## src/source/capitol_ctrl_pkg.sv

```systemverilog
/* Capitol control package
   Key codes, keyboard events, panel buttons and game control types */
package capitol_ctrl_pkg;

	// PS/2 set-2 scan code
	typedef logic [7:0] key_code_t;

	// Joystick byte, low six bits used
	typedef logic [7:0] joy_t;

	//----------------------------------------------------------------------
	// Key codes recognised by the panel latch
	//----------------------------------------------------------------------
	localparam key_code_t KEY_UP      = 8'h75; // Cursor up
	localparam key_code_t KEY_DOWN    = 8'h72; // Cursor down
	localparam key_code_t KEY_LEFT    = 8'h6B; // Cursor left
	localparam key_code_t KEY_RIGHT   = 8'h74; // Cursor right
	localparam key_code_t KEY_COIN    = 8'h76; // ESC
	localparam key_code_t KEY_START1  = 8'h05; // F1
	localparam key_code_t KEY_START2  = 8'h06; // F2
	localparam key_code_t KEY_FIRE    = 8'h29; // Space
	localparam key_code_t KEY_BARRIER = 8'h11; // Alt

	// Joystick bit positions
	localparam int unsigned JOY_RIGHT   = 0;
	localparam int unsigned JOY_LEFT    = 1;
	localparam int unsigned JOY_DOWN    = 2;
	localparam int unsigned JOY_UP      = 3;
	localparam int unsigned JOY_FIRE    = 4;
	localparam int unsigned JOY_BARRIER = 5;

	// Single-cycle key event from the host
	typedef struct packed {
		logic      strobe;
		logic      pressed;
		key_code_t code;
	} key_event_t;

	// Latched keyboard buttons
	typedef struct packed {
		logic up;
		logic down;
		logic left;
		logic right;
		logic coin;
		logic start1;
		logic start2;
		logic fire;
		logic barrier;
	} panel_t;

	// Control inputs of the game core
	typedef struct packed {
		logic       coin;
		logic [1:0] start; // Two-player, one-player
		logic       left;
		logic       right;
		logic       barrier;
		logic       fire;
	} game_ctrl_t;

endpackage

```

## src/source/capitol_av_pkg.sv

```systemverilog
/* Capitol video and audio package
   Colour channel types, scanline levels and audio modulator widths */
package capitol_av_pkg;

	//----------------------------------------------------------------------
	// Video
	//----------------------------------------------------------------------
	typedef logic [1:0] color2_t; // Game colour channel
	typedef logic [5:0] color6_t; // Monitor colour channel

	typedef struct packed {
		color2_t r;
		color2_t g;
		color2_t b;
	} rgb2_t;

	typedef struct packed {
		color6_t r;
		color6_t g;
		color6_t b;
	} rgb6_t;

	// Dimming of odd lines
	typedef enum logic [1:0] {
		SCAN_OFF = 2'd0,
		SCAN_25  = 2'd1,
		SCAN_50  = 2'd2,
		SCAN_75  = 2'd3
	} scan_level_t;

	//----------------------------------------------------------------------
	// Audio
	//----------------------------------------------------------------------
	localparam int unsigned AUDIO_BITS = 12;
	localparam int unsigned DAC_BITS   = 15; // Modulator input width

	typedef logic [AUDIO_BITS-1:0] audio_t; // Unsigned sample
	typedef logic [DAC_BITS:0]     dac_acc_t; // Accumulator plus carry

endpackage

```

## src/source/key_latch.sv

```systemverilog
/* Keyboard panel latch
   Keeps one button state per known key from strobed press and release events */
`timescale 1ns/1ps

module key_latch (
	input  logic                        clk_22,
	input  logic                        rst_n,
	input  capitol_ctrl_pkg::key_event_t key_ev,
	output capitol_ctrl_pkg::panel_t     panel
);

	logic hit; // Strobe carries a new state

	assign hit = key_ev.strobe;

	always_ff @(posedge clk_22) begin
		if (!rst_n) begin
			panel <= '0;
		end else if (hit) begin
			case (key_ev.code)
				capitol_ctrl_pkg::KEY_UP: begin
					panel.up <= key_ev.pressed;
				end
				capitol_ctrl_pkg::KEY_DOWN: begin
					panel.down <= key_ev.pressed;
				end
				capitol_ctrl_pkg::KEY_LEFT: begin
					panel.left <= key_ev.pressed;
				end
				capitol_ctrl_pkg::KEY_RIGHT: begin
					panel.right <= key_ev.pressed;
				end
				capitol_ctrl_pkg::KEY_COIN: begin
					panel.coin <= key_ev.pressed;
				end
				capitol_ctrl_pkg::KEY_START1: begin
					panel.start1 <= key_ev.pressed;
				end
				capitol_ctrl_pkg::KEY_START2: begin
					panel.start2 <= key_ev.pressed;
				end
				capitol_ctrl_pkg::KEY_FIRE: begin
					panel.fire <= key_ev.pressed;
				end
				capitol_ctrl_pkg::KEY_BARRIER: begin
					panel.barrier <= key_ev.pressed;
				end
				default: begin
					// Unknown codes leave the panel alone
				end
			endcase
		end
	end

endmodule

```

## src/source/control_mapper.sv

```systemverilog
/* Control mapper
   Merges keyboard panel and two joysticks into game controls, with rotation */
`timescale 1ns/1ps

module control_mapper (
	input  logic                        clk_22,
	input  logic                        rst_n,
	input  capitol_ctrl_pkg::panel_t     panel,
	input  capitol_ctrl_pkg::joy_t       joy_0,
	input  capitol_ctrl_pkg::joy_t       joy_1,
	input  logic                        rotate,
	input  logic                        menu_reset,
	input  logic                        button_reset,
	output capitol_ctrl_pkg::game_ctrl_t game_ctrl,
	output logic                        game_reset
);

	capitol_ctrl_pkg::joy_t joy_any; // Either stick
	logic left_next;
	logic right_next;
	logic fire_next;
	logic barrier_next;

	assign joy_any = joy_0 | joy_1;

	assign fire_next    = panel.fire | joy_any[capitol_ctrl_pkg::JOY_FIRE];
	assign barrier_next = panel.barrier | joy_any[capitol_ctrl_pkg::JOY_BARRIER];

	// Unrotated cabinet uses the vertical axis for horizontal motion
	always_comb begin
		if (rotate) begin
			left_next  = panel.left | joy_any[capitol_ctrl_pkg::JOY_LEFT];
			right_next = panel.right | joy_any[capitol_ctrl_pkg::JOY_RIGHT];
		end else begin
			left_next  = panel.down | joy_any[capitol_ctrl_pkg::JOY_DOWN];
			right_next = panel.up | joy_any[capitol_ctrl_pkg::JOY_UP];
		end
	end

	always_ff @(posedge clk_22) begin
		if (!rst_n) begin
			game_ctrl  <= '0;
			game_reset <= 1'b1; // Core held in reset with the board
		end else begin
			game_ctrl.coin    <= panel.coin; // Keyboard only
			game_ctrl.start   <= {panel.start2, panel.start1};
			game_ctrl.left    <= left_next;
			game_ctrl.right   <= right_next;
			game_ctrl.barrier <= barrier_next;
			game_ctrl.fire    <= fire_next;
			game_reset        <= menu_reset | button_reset;
		end
	end

endmodule

```

## src/source/video_gate.sv

```systemverilog
/* Video gate
   Blanks, widens to 6 bits and scanline-dims the game video, inverts the syncs */
`timescale 1ns/1ps

module video_gate (
	input  logic                        clk_22,
	input  logic                        rst_n,
	input  capitol_av_pkg::rgb2_t       pix,
	input  logic                        hblank_bg,
	input  logic                        hblank_fg,
	input  logic                        vblank,
	input  logic                        hsync,
	input  logic                        vsync,
	input  capitol_av_pkg::scan_level_t scan,
	output capitol_av_pkg::rgb6_t       pix_out,
	output logic                        hs_n,
	output logic                        vs_n
);

	logic blank;
	logic hsync_d;  // For the line edge
	logic odd_line; // Current line parity

	// Widen one channel and dim it on odd lines
	function automatic capitol_av_pkg::color6_t shade(
		input capitol_av_pkg::color2_t     c,
		input capitol_av_pkg::scan_level_t lvl,
		input logic                        odd
	);
		capitol_av_pkg::color6_t wide;
		capitol_av_pkg::color6_t dim;
		wide = {3{c}};
		case (lvl)
			capitol_av_pkg::SCAN_25: dim = wide - (wide >> 2);
			capitol_av_pkg::SCAN_50: dim = wide >> 1;
			capitol_av_pkg::SCAN_75: dim = wide >> 2;
			default:                 dim = wide;
		endcase
		return odd ? dim : wide;
	endfunction

	assign blank = vblank | (hblank_bg & hblank_fg);

	//----------------------------------------------------------------------
	// Line parity, reset at each frame
	//----------------------------------------------------------------------
	always_ff @(posedge clk_22) begin
		if (!rst_n) begin
			hsync_d  <= 1'b0;
			odd_line <= 1'b0;
		end else begin
			hsync_d <= hsync;
			if (vsync)
				odd_line <= 1'b0; // First line of a frame is even
			else if (hsync && !hsync_d)
				odd_line <= ~odd_line;
		end
	end

	//----------------------------------------------------------------------
	// Output register
	//----------------------------------------------------------------------
	always_ff @(posedge clk_22) begin
		if (!rst_n) begin
			pix_out <= '0;
			hs_n    <= 1'b1;
			vs_n    <= 1'b1;
		end else begin
			hs_n <= ~hsync;
			vs_n <= ~vsync;
			if (blank) begin
				pix_out <= '0;
			end else begin
				pix_out.r <= shade(pix.r, scan, odd_line);
				pix_out.g <= shade(pix.g, scan, odd_line);
				pix_out.b <= shade(pix.b, scan, odd_line);
			end
		end
	end

endmodule

```

## src/source/sigma_delta_dac.sv

```systemverilog
/* Sigma-delta audio DAC
   First-order one-bit modulator for the 12-bit game audio */
`timescale 1ns/1ps

module sigma_delta_dac (
	input  logic                   clk_22,
	input  logic                   rst_n,
	input  capitol_av_pkg::audio_t audio,
	output logic                   audio_bit
);

	localparam int unsigned PAD_BITS = capitol_av_pkg::DAC_BITS - capitol_av_pkg::AUDIO_BITS;

	capitol_av_pkg::dac_acc_t acc;
	capitol_av_pkg::dac_acc_t sample; // Audio scaled to the modulator width
	capitol_av_pkg::dac_acc_t residue; // Accumulator without its carry

	// Sample with zero low bits and a clear carry position
	assign sample = {1'b0, audio, {PAD_BITS{1'b0}}};

	assign residue = {1'b0, acc[capitol_av_pkg::DAC_BITS-1:0]};

	always_ff @(posedge clk_22) begin
		if (!rst_n) begin
			acc <= '0;
		end else begin
			acc <= residue + sample;
		end
	end

	// Carry out of the last add is the bit stream
	assign audio_bit = acc[capitol_av_pkg::DAC_BITS];

endmodule

```

## src/source/capitol_io_top.sv

```systemverilog
/* Capitol I/O shell
   Player controls, monitor video and audio bit stream around the game core */
`timescale 1ns/1ps

module capitol_io_top (
	input  logic                        clk_22,
	input  logic                        rst_n,

	// Player inputs
	input  capitol_ctrl_pkg::key_event_t key_ev,
	input  capitol_ctrl_pkg::joy_t       joy_0,
	input  capitol_ctrl_pkg::joy_t       joy_1,

	// Menu options
	input  logic                        rotate,
	input  logic                        menu_reset,
	input  logic                        button_reset,
	input  capitol_av_pkg::scan_level_t scan,

	// Game video
	input  capitol_av_pkg::rgb2_t       pix,
	input  logic                        hblank_bg,
	input  logic                        hblank_fg,
	input  logic                        vblank,
	input  logic                        hsync,
	input  logic                        vsync,

	// Game audio
	input  capitol_av_pkg::audio_t      audio,

	// Outputs
	output capitol_ctrl_pkg::game_ctrl_t game_ctrl,
	output logic                        game_reset,
	output capitol_av_pkg::rgb6_t       pix_out,
	output logic                        hs_n,
	output logic                        vs_n,
	output logic                        audio_l,
	output logic                        audio_r
);

	capitol_ctrl_pkg::panel_t panel;
	logic                     audio_bit;

	//----------------------------------------------------------------------
	// Controls
	//----------------------------------------------------------------------
	key_latch key_latch_inst (
		.clk_22 (clk_22),
		.rst_n  (rst_n),
		.key_ev (key_ev),
		.panel  (panel)
	);

	control_mapper control_mapper_inst (
		.clk_22       (clk_22),
		.rst_n        (rst_n),
		.panel        (panel),
		.joy_0        (joy_0),
		.joy_1        (joy_1),
		.rotate       (rotate),
		.menu_reset   (menu_reset),
		.button_reset (button_reset),
		.game_ctrl    (game_ctrl),
		.game_reset   (game_reset)
	);

	//----------------------------------------------------------------------
	// Video and audio
	//----------------------------------------------------------------------
	video_gate video_gate_inst (
		.clk_22    (clk_22),
		.rst_n     (rst_n),
		.pix       (pix),
		.hblank_bg (hblank_bg),
		.hblank_fg (hblank_fg),
		.vblank    (vblank),
		.hsync     (hsync),
		.vsync     (vsync),
		.scan      (scan),
		.pix_out   (pix_out),
		.hs_n      (hs_n),
		.vs_n      (vs_n)
	);

	sigma_delta_dac sigma_delta_dac_inst (
		.clk_22    (clk_22),
		.rst_n     (rst_n),
		.audio     (audio),
		.audio_bit (audio_bit)
	);

	assign audio_l = audio_bit; // Mono game, same stream on both sides
	assign audio_r = audio_bit;

endmodule

```

## config.mk

```make
export PLATFORM = sky130hd
export DESIGN_NAME = capitol_io_top
export DESIGN_NICKNAME = d
export VERILOG_FILES = /design/src/source/capitol_ctrl_pkg.sv /design/src/source/capitol_av_pkg.sv /design/src/source/key_latch.sv /design/src/source/control_mapper.sv /design/src/source/video_gate.sv /design/src/source/sigma_delta_dac.sv /design/src/source/capitol_io_top.sv
export SDC_FILE = /design/constraint.sdc
export NUM_CORES = 1
export LEC_CHECK = 0
export BUFFER_PORTS_ARGS = -buffer_cell sky130_fd_sc_hd__buf_2
export CAP_MARGIN = 10
export CORE_MARGIN = 5
export CORE_UTILIZATION = 44
export DETAILED_ROUTE_END_ITERATION = 8
export HOLD_SLACK_MARGIN = 0.05
export PLACE_DENSITY = 0.76
export SYNTH_ARGS = -nofsm -noshare
export SYNTH_HDL_FRONTEND = slang
export SYNTH_SLANG_ARGS = --single-unit
```

## constraint.sdc

```tcl
create_clock -name clk_22 -period 1.9 [get_ports clk_22]
set_input_delay 0.38 -clock clk_22 [delete_from_list [all_inputs] [get_ports clk_22]]
set_output_delay 0.38 -clock clk_22 [all_outputs]
set_load 0.01 [all_outputs]
```

Word-level counts from Yosys, hierarchy flattened
Cells that the tools add are included.
{"block": "word_totals", "register_bits": 55, "input_bits": 56, "output_inout_bits": 30, "elab_cells": 75}
{"block": "op_classes", "reduce_logical": 13, "add_sub_neg": 4, "mux": 8, "bitwise_logic": 14, "eq_ne": 12}
{"cell": "$pmux 6 s3", "n": 3}
{"cell": "$eq 8x7->1 const B", "n": 5}
{"cell": "$mux 6", "n": 3}
{"cell": "$reduce_and 2->1", "n": 9}
{"cell": "$sub 6x4->6", "n": 3}
{"cell": "$add 15x15->16", "n": 1}
{"cell": "$eq 8x3->1 const B", "n": 2}
{"cell": "$eq 8x5->1 const B", "n": 1}
{"cell": "$eq 8x6->1 const B", "n": 1}
{"cell": "$or 1x1->1", "n": 8}
{"cell": "$or 6x6->6", "n": 1}
{"cell": "$eq 2x2->1 const B", "n": 2}
{"cell": "$not 1->1", "n": 4}
{"cell": "$reduce_or 2->1", "n": 2}
{"cell": "$eq 2x1->1 const B", "n": 1}
{"cell": "$mux 1", "n": 2}
{"cell": "$and 1x1->1", "n": 1}
{"cell": "$logic_and 1x1->1", "n": 1}
{"cell": "$logic_not 1->1", "n": 1}

Logic depth before layout (Yosys ltp)
Gate-level depths: netlist of run 1.
{"block": "logic_depth", "ltp_word": 3, "ltp_mapped": 8, "mapped_depth_nobuf": 8}

Modules after synthesis
From an unflattened synthesis of run 1, not the netlist that was laid out.
{"block": "hier_totals", "hier_cells": 221, "hier_area_um2": 2244.7}
{"mod": "sigma_delta_dac", "instances": 1, "seq_area_each_um2": 260.2, "area_per_inst_um2": 820.8, "cells_per_inst": 83}
{"mod": "video_gate", "instances": 1, "seq_area_each_um2": 320.3, "area_per_inst_um2": 664.4, "cells_per_inst": 68}
{"mod": "key_latch", "instances": 1, "seq_area_each_um2": 180.2, "area_per_inst_um2": 485.5, "cells_per_inst": 48}
{"mod": "control_mapper", "instances": 1, "seq_area_each_um2": 160.2, "area_per_inst_um2": 266.5, "cells_per_inst": 21}
{"mod": "capitol_io_top", "instances": 1, "seq_area_each_um2": 0.0, "area_per_inst_um2": 7.5, "cells_per_inst": 1}

Least setup slack after synthesis of run 1
OpenSTA, ideal clock, no wires.
{"block": "synth_timing", "path_kind": "in2reg", "start": "input audio[0]", "end": "register sigma_delta_dac_inst.acc[13]", "n_path_buf": 0, "slack_ns": 0.053, "cell_stages": 8, "setup_ns": 0.118, "arrival_time_ns": 1.729, "required_time_ns": 1.782, "cell_sequence": "ha_1 -> inv_1 -> fa_1 -> nor2b_1 -> o31a_1 -> nor3_1 -> o31a_1 -> mux2i_1"}
{"block": "synth_via", "elab_chain_cells": 1}
{"item": "from (decl)", "line": "capitol_io_top.sv:29", "text": "input capitol_av_pkg::audio_t audio,"}
{"item": "$add 15x15->16", "line": "sigma_delta_dac.sv:27", "text": "acc <= residue + sample;"}
{"item": "to (signal assigned)", "line": "sigma_delta_dac.sv:27"}
{"item": "to (decl)", "line": "sigma_delta_dac.sv:14", "text": "capitol_av_pkg::dac_acc_t acc;"}
Every way passes these cells.
A chain may end at the register's enable or synchronous reset.

Final worst setup path of run 1
{"block": "layout_timing", "start": "register sigma_delta_dac_inst.acc[5]", "end": "register sigma_delta_dac_inst.acc[9]"}
{"block": "layout_via", "elab_chain_cells": 1}
{"item": "$add 15x15->16", "line": "sigma_delta_dac.sv:27"}
Every way passes these cells.

==> results of run 1 <==
## how the worst min path moves through the flow
stage | from | end | slack [ns] | depth (start not counted)
2_1_floorplan | key_latch_inst.panel[4] | control_mapper_inst.game_ctrl[6] | 0.43 | 1
3_3_place_gp | key_latch_inst.panel[3] | control_mapper_inst.game_ctrl[4] | 0.44 | 1
3_5_place_dp | key_latch_inst.panel[3] | control_mapper_inst.game_ctrl[4] | 0.44 | 1
4_1_cts | vsync | video_gate_inst.vs_n | 0.25 | 2
5_1_grt | vsync | video_gate_inst.odd_line | 0.24 | 2
6_report | vsync | video_gate_inst.odd_line | 0.26 | 2
## state kept, by name, summed over array words and instances (netlist names)
register / cells
video_gate_inst.hs_n: 1
video_gate_inst.odd_line: 1
video_gate_inst.vs_n: 1
video_gate_inst.pix_out: 12
control_mapper_inst.game_ctrl: 7
key_latch_inst.panel: 9
video_gate_inst.hsync_d: 1
control_mapper_inst.game_reset: 1
sigma_delta_dac_inst.acc: 13
## layout by cell type (no fill, tap or decap), types with 4 or more instances in the layout
master,instances
a22o_1,6
nor3b_1,4
and2_1,5
dfxtp_1,45
inv_1,6
a21oi_1,9
buf_4,8
nor2_1,27
nor3_1,10
mux2i_1,11
nand2_1,13
a22oi_1,6
buf_2,81
o21a_1,5
clkbuf_8,6
nand2b_1,5
and3_1,6
ha_1,11
o21ai_0,5
## cells by family (layout without fill, tap and decap cells)
family | after synthesis | count (layout) | synth area share, %
multiplexers | 11 | 11 | 5.006
XOR/XNOR | 2 | 2 | 0.7965
buffers and inverters | 21 | 104 | 4.949
adder cells (fa/ha/maj) | 13 | 13 | 7.736
AND/OR/NAND/NOR | 92 | 92 | 22.92
flip-flops | 46 | 46 | 41.87
AO/OA/AOI/OAI | 53 | 53 | 16.72
## final cells by class
class                      instances  area (µm²)
inverter                           7       26.28
clock buffer                       6       82.58
timing repair buffer              89       465.4
clock inverter                     2       60.06
sequential                        46       922.1
multi-input combinational        171        1202
fill                             451        1943
tap                               67       83.83
## timing repair
| action | in CTS | in global routing |
|---|---|---|
| gates resized for setup | 0 | 10 |
| endpoints found under the setup margin | 0 | 6 |
| endpoints found under the hold margin | 0 | 0 |
| hold buffers | 0 | 0 |
| buffers inserted | 0 | 1 |
## metal layers
layer	wire, µm	vias to the layer above	track usage, %
met2	2449	54	26.24
met4	27	0	5.912
li1	-	1013	-
met5	0	-	0
met1	2104	911	18.07
met3	297	2	5.045
## power by group
group | internal, W | total (W) | leakage [nW] | switching [W]
sequential | 0.00107 | 0.00111 | 0.378 | 0.0000353
clock | 0.000561 | 0.000880 | 0.0714 | 0.000319
combinational | 0.000400 | 0.000824 | 0.910 | 0.000424
total | 0.00203 | 0.00281 | 1.36 | 0.000778
## per-stage QoR
step	worst slack (ns)	setup TNS, ns	cells	instance area [µm²]
floorplan	0.05275	0	238	2200
global placement	-0.08058	-0.1969	379	2659
detailed placement	-0.1172	-0.3556	379	2659
CTS	0.03918	0	387	2801
global route	-0.03259	-0.03259	388	2843
finish	0.05857	0	388	2843
## critical path, delay by kind of cell (launching register included)
| kind | cells | cell delay (ns) |
|---|---|---|
| adders and majority gates | 1 | 0.32 |
| and+or+nand+nor | 2 | 0.32 |
| DFF | 1 | 0.31 |
| AOI/OAI and AO/OA | 3 | 0.68 |
| buffers and inverters | 1 | 0.15 |
==> qor.txt, run 1 <==
Drt first pass iters -> 4
Crit path launch type -> register
#FFs+latches synth -> 46
RSZ-0062 raised after global routing -> true
I/O Buffers -> 81
Synth Instances -> 238
Std-Cell Rows -> 25
Maxcap violations -> 0
FF-to-FF path depth -> 7
Synth top cells by count -> 46 x dfxtp_1, 27 x nor2_1, 13 x nand2_1
Setup Skew -> 0.005393 ns
Clk pin slew, worst setup/hold paths -> 0.09 ns
Yosys warns -> 0
CTS Sinks -> 46
Nets -> 389
Setup violations, final -> 0
CTS Buffer Depth -> 2
Syn nets -> 307
Initial DRC count -> 45
Die W -> 80.71 µm
Worst-path maximum fanout -> 4
Max rail drop VDD -> 607.1 µV
Power after layout -> 0.002811 W
Yosys top cell by area -> dfxtp_1
Worst path slowest cell -> ha_1
Post-synth EDFFs -> 0
Worst reg2reg path startpoint -> sigma_delta_dac_inst.acc[5]
Avg Vias per Cell -> 5.103
Netlist cell types -> 44
Final Max Tran Viols -> 0
WL per Instance -> 12.57 µm
DR vias -> 1980
Layout cell share with drive strength beyond 1 -> 34.27%
GRT Total Usage -> 15.47%
Leak -> 1.360 nW
Dpl hpwl -> 3809 µm
Worst hold-check slack -> 0.2556 ns
Crit path to -> sigma_delta_dac_inst.acc[9]
Clock Latency Late Sink -> 0.29 ns
First-pass GRT wire length -> 7955 µm
Async set-or-reset flop fraction in the synthesized netlist -> 0%
Die H -> 80.71 µm
I/O pins -> 86
Reg2Reg Setup Slack -> 0.06 ns
GRT overflow -> 0
Vias in the first global route -> 1921
Layout Utilization -> 59.40%
CP dominant cell by count -> o21a_1
Worst Tran Pin Value -> 0.4461 ns
Setup CP Type -> reg2reg
Slew Limit Headroom -> 70.23%
Post-synthesis cell area -> 0.002200 mm²
Starting Density -> 45.96%
Antenna diodes -> 0
Die area -> 0.006513 mm²
Area Growth Syn to Fin -> 29.24%
Worst-path cell chain -> ha_1, nor2b_2, o31a_1, buf_4, o21a_1, o21a_1, nor3_2
CTS tree -> yes
Count leader, synth -> dfxtp_1
Class of the worst hold path -> in2reg
End of the worst register-to-register path -> sigma_delta_dac_inst.acc[9]
Clock Tree Root -> clkbuf_8
Routability Congestion -> 0.8882
Initial antenna violation count -> 0
DRC Markers -> 0
Ranking of synthesized cells by area -> dfxtp_1 42%, ha_1 6.8%, mux2i_1 5.0%, nor2_1 4.6%, buf_4 2.7%
Minimum clock period -> 1.841 ns
Highest clock rate -> 0.5431 GHz
Synth top area share -> 41.87%
Ys flop type -> dfxtp_1
Syn_area_per_cell -> 9.242 µm²
Routed WL -> 4878 µm
Htree depth -> 2
Fin. Hold Viols -> 0
Slowest stage delay, CP -> 0.32 ns
CP Launch Point -> sigma_delta_dac_inst.acc[5]
Req. time, crit path -> 2.13 ns
Post-route ant nets -> 0
Core area -> 0.004786 mm²
Crit path capture type -> register
Number of buffers created by CTS -> 5
Power Dens Cells -> 988.8 mW/mm²
Seq/Total Area, Yosys -> 41.87%
Crit path arrival time -> 2.07 ns
Final period util -> 96.92%
Largest net degree at the start of global routing -> 17
Status -> finished clean
(Power assumes the default switching activity.)
==> run 2: changes to the inputs <==
CORE_UTILIZATION = 52   (was 44)
PLACE_DENSITY = 0.85   (was 0.76)
clock period = 2.25 ns   (was 1.9 ns; I/O delays follow)
==> run 2 against run 1 <==
Global-route usage is 2.5 points higher; critical path depth is 1 higher; count of clock-buffer cells in the layout is 1 higher; largest cell class unchanged; routed wire length is 1.7% lower; worst setup slack better by 0.31 ns; critical endpoint is now sigma_delta_dac_inst.acc[15]; fmax is 2.3% lower; power is 26% lower; critical path type unchanged; sequential cell count stayed put.
==> qor.txt, run 2 (synthesized netlist as in run 1, its figures left out) <==
Most frequent cells in the layout -> 81 x buf_2, 46 x dfxtp_1, 27 x nor2_1, 13 x nand2_1, 12 x ha_1
Htree depth -> 2
PnR worst setup slack -> 0.3645 ns
GRT Total Usage -> 18.00%
Most common cell after layout, fill and taps aside -> buf_2
Layout Utilization -> 66.33%
Vias in the first global route -> 1963
Die H -> 75.04 µm
Setup TNS Final -> 0 ns
Std-Cell Rows -> 23
CTS Sinks -> 46
Top Registers -> sigma_delta_dac_inst.acc x13, video_gate_inst.pix_out x12, key_latch_inst.panel x9
Fill count -> 364
Req. time, crit path -> 2.49 ns
Clock Latency Late Sink -> 0.29 ns
First-pass GRT wire length -> 7928 µm
CTS tree -> yes
DRC Markers -> 0
Post-route ant nets -> 0
Worst Tran Pin Value -> 0.4380 ns
Initial antenna violation count -> 0
Routed WL -> 4794 µm
DR vias -> 1978
Routability Congestion -> 0.8073
Antenna diodes -> 0
Crit path capture type -> register
Final Max Tran Viols -> 0
Slowest stage delay, CP -> 0.37 ns
RSZ-0062 raised after global routing -> false
Nets -> 383
I/O pins -> 86
Largest net degree at the start of global routing -> 21
Avg Vias per Cell -> 5.419
Power Dens Cells -> 774.5 mW/mm²
Initial DRC count -> 63
Minimum clock period -> 1.885 ns
Status -> finished clean
Fin. Hold Viols -> 0
Slew Limit Headroom -> 70.60%
Hold buffer count at cts -> 0
I/O Buffers -> 81
FF+latch area -> 920.9 µm²
Worst hold-check slack -> 0.3350 ns
Final period util -> 83.80%
Pre-CTS WS -> 0.1346 ns
Crit path launch type -> register
CTS Buffer Depth -> 2
Resized cells post-CTS -> 0
Die W -> 75.04 µm
Core area -> 0.004058 mm²
Max FFs per register -> 13
Setup violations, final -> 0
Setup CP Type -> reg2reg
Max rail drop VDD -> 451.1 µV
Multi-input gate area -> 0.001170 mm²
Class of the worst hold path -> in2reg
Worst path slowest cell -> fa_1
Number of buffers created by CTS -> 5
Drt first pass iters -> 4
Setup Buffers After CTS -> 0
CP bufs+invs -> 1
Worst path top cell family by delay -> compound AO/OA/AOI/OAI gates
WL per Instance -> 13.13 µm
Worst-path maximum fanout -> 4
Area Growth Syn to Fin -> 22.35%
Clk pin slew, worst setup/hold paths -> 0.08 ns
Crit path arrival time -> 2.13 ns
Top reg by flops -> sigma_delta_dac_inst.acc
Clock Tree Root -> clkbuf_8
GRT overflow -> 0
Die area -> 0.005631 mm²
Setup Skew -> 0.003044 ns
Layout cell share with drive strength beyond 1 -> 30.16%
Leak -> 1.304 nW
Reg2Reg Setup Slack -> 0.36 ns
Highest clock rate -> 0.5304 GHz
Maxcap violations -> 0
Dpl hpwl -> 3807 µm
Worst-path cell chain -> ha_1, inv_1, fa_1, nor2b_1, o31a_1, o21ai_1, a21boi_0, o221a_2
Starting Density -> 54.21%
-- run 2: final cells by class --
type,instances,area share [%]
clock buffers,7,3.208
clock inverters,1,0.1860
inverters,7,0.9763
multi-input cells,171,43.47
flip-flops and latches,46,34.22
well taps,50,2.325
repair buffers,83,15.62
-- run 2: final timing paths --
path,from,to,cells past startpoint
setup / recovery,sigma_delta_dac_inst.acc[3],sigma_delta_dac_inst.acc[15],8
setup reg to reg,sigma_delta_dac_inst.acc[3],sigma_delta_dac_inst.acc[15],8
hold / removal,vsync,video_gate_inst.odd_line,2
hold reg to reg,key_latch_inst.panel[3],control_mapper_inst.game_ctrl[4],1
-- run 2: power breakdown --
part / switching, W / leakage, nW / internal (W)
registers: 0.0000257 / 0.378 / 0.000905
logic: 0.000337 / 0.877 / 0.000304
clock network: 0.000265 / 0.0482 / 0.000248
-- run 2: per-stage QoR --
| step | power [W] | cells | cell area [µm²] |
|---|---|---|---|
| final | 0.002085 | 365 | 2691 |
| after global routing | 0.002233 | 365 | 2691 |
| after CTS | 0.002106 | 365 | 2691 |
| after detailed placement | 0.001589 | 357 | 2600 |
| after global placement | 0.001568 | 357 | 2600 |
| after floorplan | 0.001426 | 238 | 2200 |
-- run 2: layer usage --
layer  global-route usage [%]  vias up  share of wire (%)
met3                    6.008        5                7.6
met2                    30.85       61                 50
met1                    21.23      905                 41
li1                         -     1007                  -
met4                    5.534        0                1.1
met5                        0        -                  0
==> run 3: changes to the inputs <==
CORE_UTILIZATION = 44   (was 52)
PLACE_DENSITY = 0.76   (was 0.85)
clock period = 1.5 ns   (was 2.25 ns; I/O delays follow)
==> run 3 against run 2 <==
The run now ends with negative setup slack left; power up 75%; cell count up 14%; worst hold slack worse by 0.16 ns; sequential share of layout area down 4.6 points; worst setup slack worse by 0.70 ns; first-iteration DRC count down 30%; clock skew up 0.00086 ns; die area up 16%; fmax up 2.6%; register-to-register slack worse by 0.70 ns; critical endpoint unchanged; count of clock-buffer cells in the layout unchanged; highest routed layer unchanged.
==> qor.txt, run 3 (synthesized netlist as in run 1, its figures left out) <==
Final cell count without fillers -> 416
FF+latch area -> 924.6 µm²
GRT overflow -> 0
I/O pins -> 86
I/O Buffers -> 81
Worst-path cell chain -> ha_4, inv_2, fa_2, nor2b_4, o31a_1, buf_4, o21ai_4, a21boi_1, o221a_2
Die H -> 80.71 µm
Req. time, crit path -> 1.69 ns
Highest clock rate -> 0.5441 GHz
Final period util -> 122.5%
Area Growth Syn to Fin -> 41.75%
Slowest stage delay, CP -> 0.34 ns
Initial antenna violation count -> 0
Failing checks -> negative setup slack
Final Max Tran Viols -> 0
Dpl hpwl -> 4128 µm
Initial DRC count -> 44
Clock network fraction of total power -> 21.3%
End of the worst register-to-register path -> sigma_delta_dac_inst.acc[15]
Worst-path maximum fanout -> 4
Crit path to -> sigma_delta_dac_inst.acc[15]
Die area -> 0.006513 mm²
Clock Latency Late Sink -> 0.29 ns
Worst reg2reg path startpoint -> sigma_delta_dac_inst.acc[3]
Fill count -> 417
Slew Limit Headroom -> 64.75%
WL per Instance -> 13.85 µm
Internal power -> 0.002497 W
CTS Buffer Depth -> 2
Clock Tree Root -> clkbuf_8
Std-Cell Rows -> 25
Setup violations, final -> 10
CP bufs+invs -> 2
CTS tree -> yes
Nets -> 417
Most frequent cells in the layout -> 81 x buf_2, 43 x dfxtp_1, 33 x buf_4, 27 x nor2_1, 13 x nand2_1
FF-to-FF path depth -> 9
Max rail drop VDD -> 538.2 µV
Layout Utilization -> 65.15%
Clk pin slew, worst setup/hold paths -> 0.08 ns
Setup TNS Final -> -1.875 ns
Crit path launch type -> register
Most common cell after layout, fill and taps aside -> buf_2
Core area -> 0.004786 mm²
Crit path arrival time -> 2.03 ns
Max FFs per register -> 13
Fin. Hold Viols -> 0
Class of the worst hold path -> in2reg
Drt first pass iters -> 4
Multi-input gate area -> 0.001305 mm²
Largest net degree at the start of global routing -> 17
CTS Sinks -> 46
CP Launch Point -> sigma_delta_dac_inst.acc[3]
GRT Total Usage -> 17.27%
Post-route ant nets -> 0
Post-Place Cells -> 396
Leak -> 1.492 nW
Maxcap violations -> 0
Worst path top cell family by delay -> compound AO/OA/AOI/OAI gates
Power Dens Cells -> 1172 mW/mm²
Number of buffers created by CTS -> 5
Setup CP Type -> reg2reg
Flop pwr share -> 38.7%
Top reg by flops -> sigma_delta_dac_inst.acc
Top Registers -> sigma_delta_dac_inst.acc x13, video_gate_inst.pix_out x12, key_latch_inst.panel x9
Reg2Reg Setup Slack -> -0.34 ns
Minimum clock period -> 1.838 ns
Status -> finished with violations
Critical Path Stages -> 9
Layout cell share with drive strength beyond 1 -> 42.69%
Vias in the first global route -> 2081
Switching Share -> 31.67%
Combinational power share -> 40.1%
DRC Markers -> 0
Setup Skew -> 0.003902 ns
Routability Congestion -> 0.9022
DR vias -> 2146
Hold buffer count at cts -> 0
Antenna diodes -> 0
Crit path capture type -> register
Avg Vias per Cell -> 5.159
Routed WL -> 5761 µm
Die W -> 80.71 µm
Pre-CTS WS -> -0.3790 ns
Switching power -> 0.001157 W
First-pass GRT wire length -> 8880 µm
Starting Density -> 45.96%
Worst path slowest cell -> o31a_1
Worst Tran Pin Value -> 0.5154 ns
Htree depth -> 2
PnR worst setup slack -> -0.3377 ns
RSZ-0062 raised after global routing -> true
[run 3: cell count changes in the layout (fill, tap and decap cells not counted), sizes merged]
cell	delta
buf	+34
[run 3: worst min path at each step]
| stage | to | slack (ns) | from | cells after the start |
|---|---|---|---|---|
| global placement | control_mapper_inst.game_ctrl[6] | 0.44 | key_latch_inst.panel[4] | 1 |
| floorplan | video_gate_inst.vs_n | 0.37 | vsync | 1 |
| finish | video_gate_inst.odd_line | 0.17 | vsync | 2 |
| detailed placement | control_mapper_inst.game_ctrl[5] | 0.44 | key_latch_inst.panel[2] | 1 |
| global route | video_gate_inst.odd_line | 0.15 | vsync | 2 |
| CTS | video_gate_inst.odd_line | 0.16 | vsync | 2 |
[run 3: area by class of cell]
type | instances | area share [%]
Clock buffer | 7 | 2.769
Clock inverter | 1 | 0.1605
Multi-Input combinational cell | 171 | 41.85
Timing Repair Buffer | 117 | 22.03
Tap cell | 67 | 2.689
Inverter | 7 | 0.8427
Sequential cell | 46 | 29.65
[run 3: metrics by stage]
stage	hold WS (ns)	area, µm²	total power, W
after floorplan	0.3700	2261	0.002197
after global placement	0.4443	2848	0.002618
after detailed placement	0.4435	2848	0.002647
after CTS	0.1625	2982	0.003474
after global routing	0.1530	3118	0.003899
final	0.1749	3118	0.003654
[run 3: worst register-to-register path, delay by kind of cell (launching register included)]
kind,cells,cell delay (ns)
flip-flops,1,0.33
AND/OR/NAND/NOR,1,0.05
AO/OA/AOI/OAI,4,0.77
buffers and inverters,2,0.21
adder cells (fa/ha/maj),2,0.36
[run 3: power groups by stage]
stage	clock (W)	combinational [W]	sequential, W
3_5_place_dp	0	0.00121	0.00144
6_report	0.000777	0.00146	0.00141
4_1_cts	0.000802	0.00126	0.00141
3_3_place_gp	0	0.00118	0.00144
2_1_floorplan	0	0.000752	0.00145
5_1_grt	0.000865	0.00161	0.00143
[run 3: repair_timing]
action                                  4_1_cts  5_1_grt
buffers inserted                              4        8
gates resized for setup                       3       14
pin swaps                                     8        6
endpoints found under the setup margin        8        9
endpoints found under the hold margin         0        0
[run 3: routing by layer]
layer	wire length (µm)	vias to the layer above	GRT usage [%]
met5	0	-	0
met4	105	0	5.743
met3	422	8	5.381
met2	2821	69	29.47
met1	2412	998	20.53
li1	-	1071	-
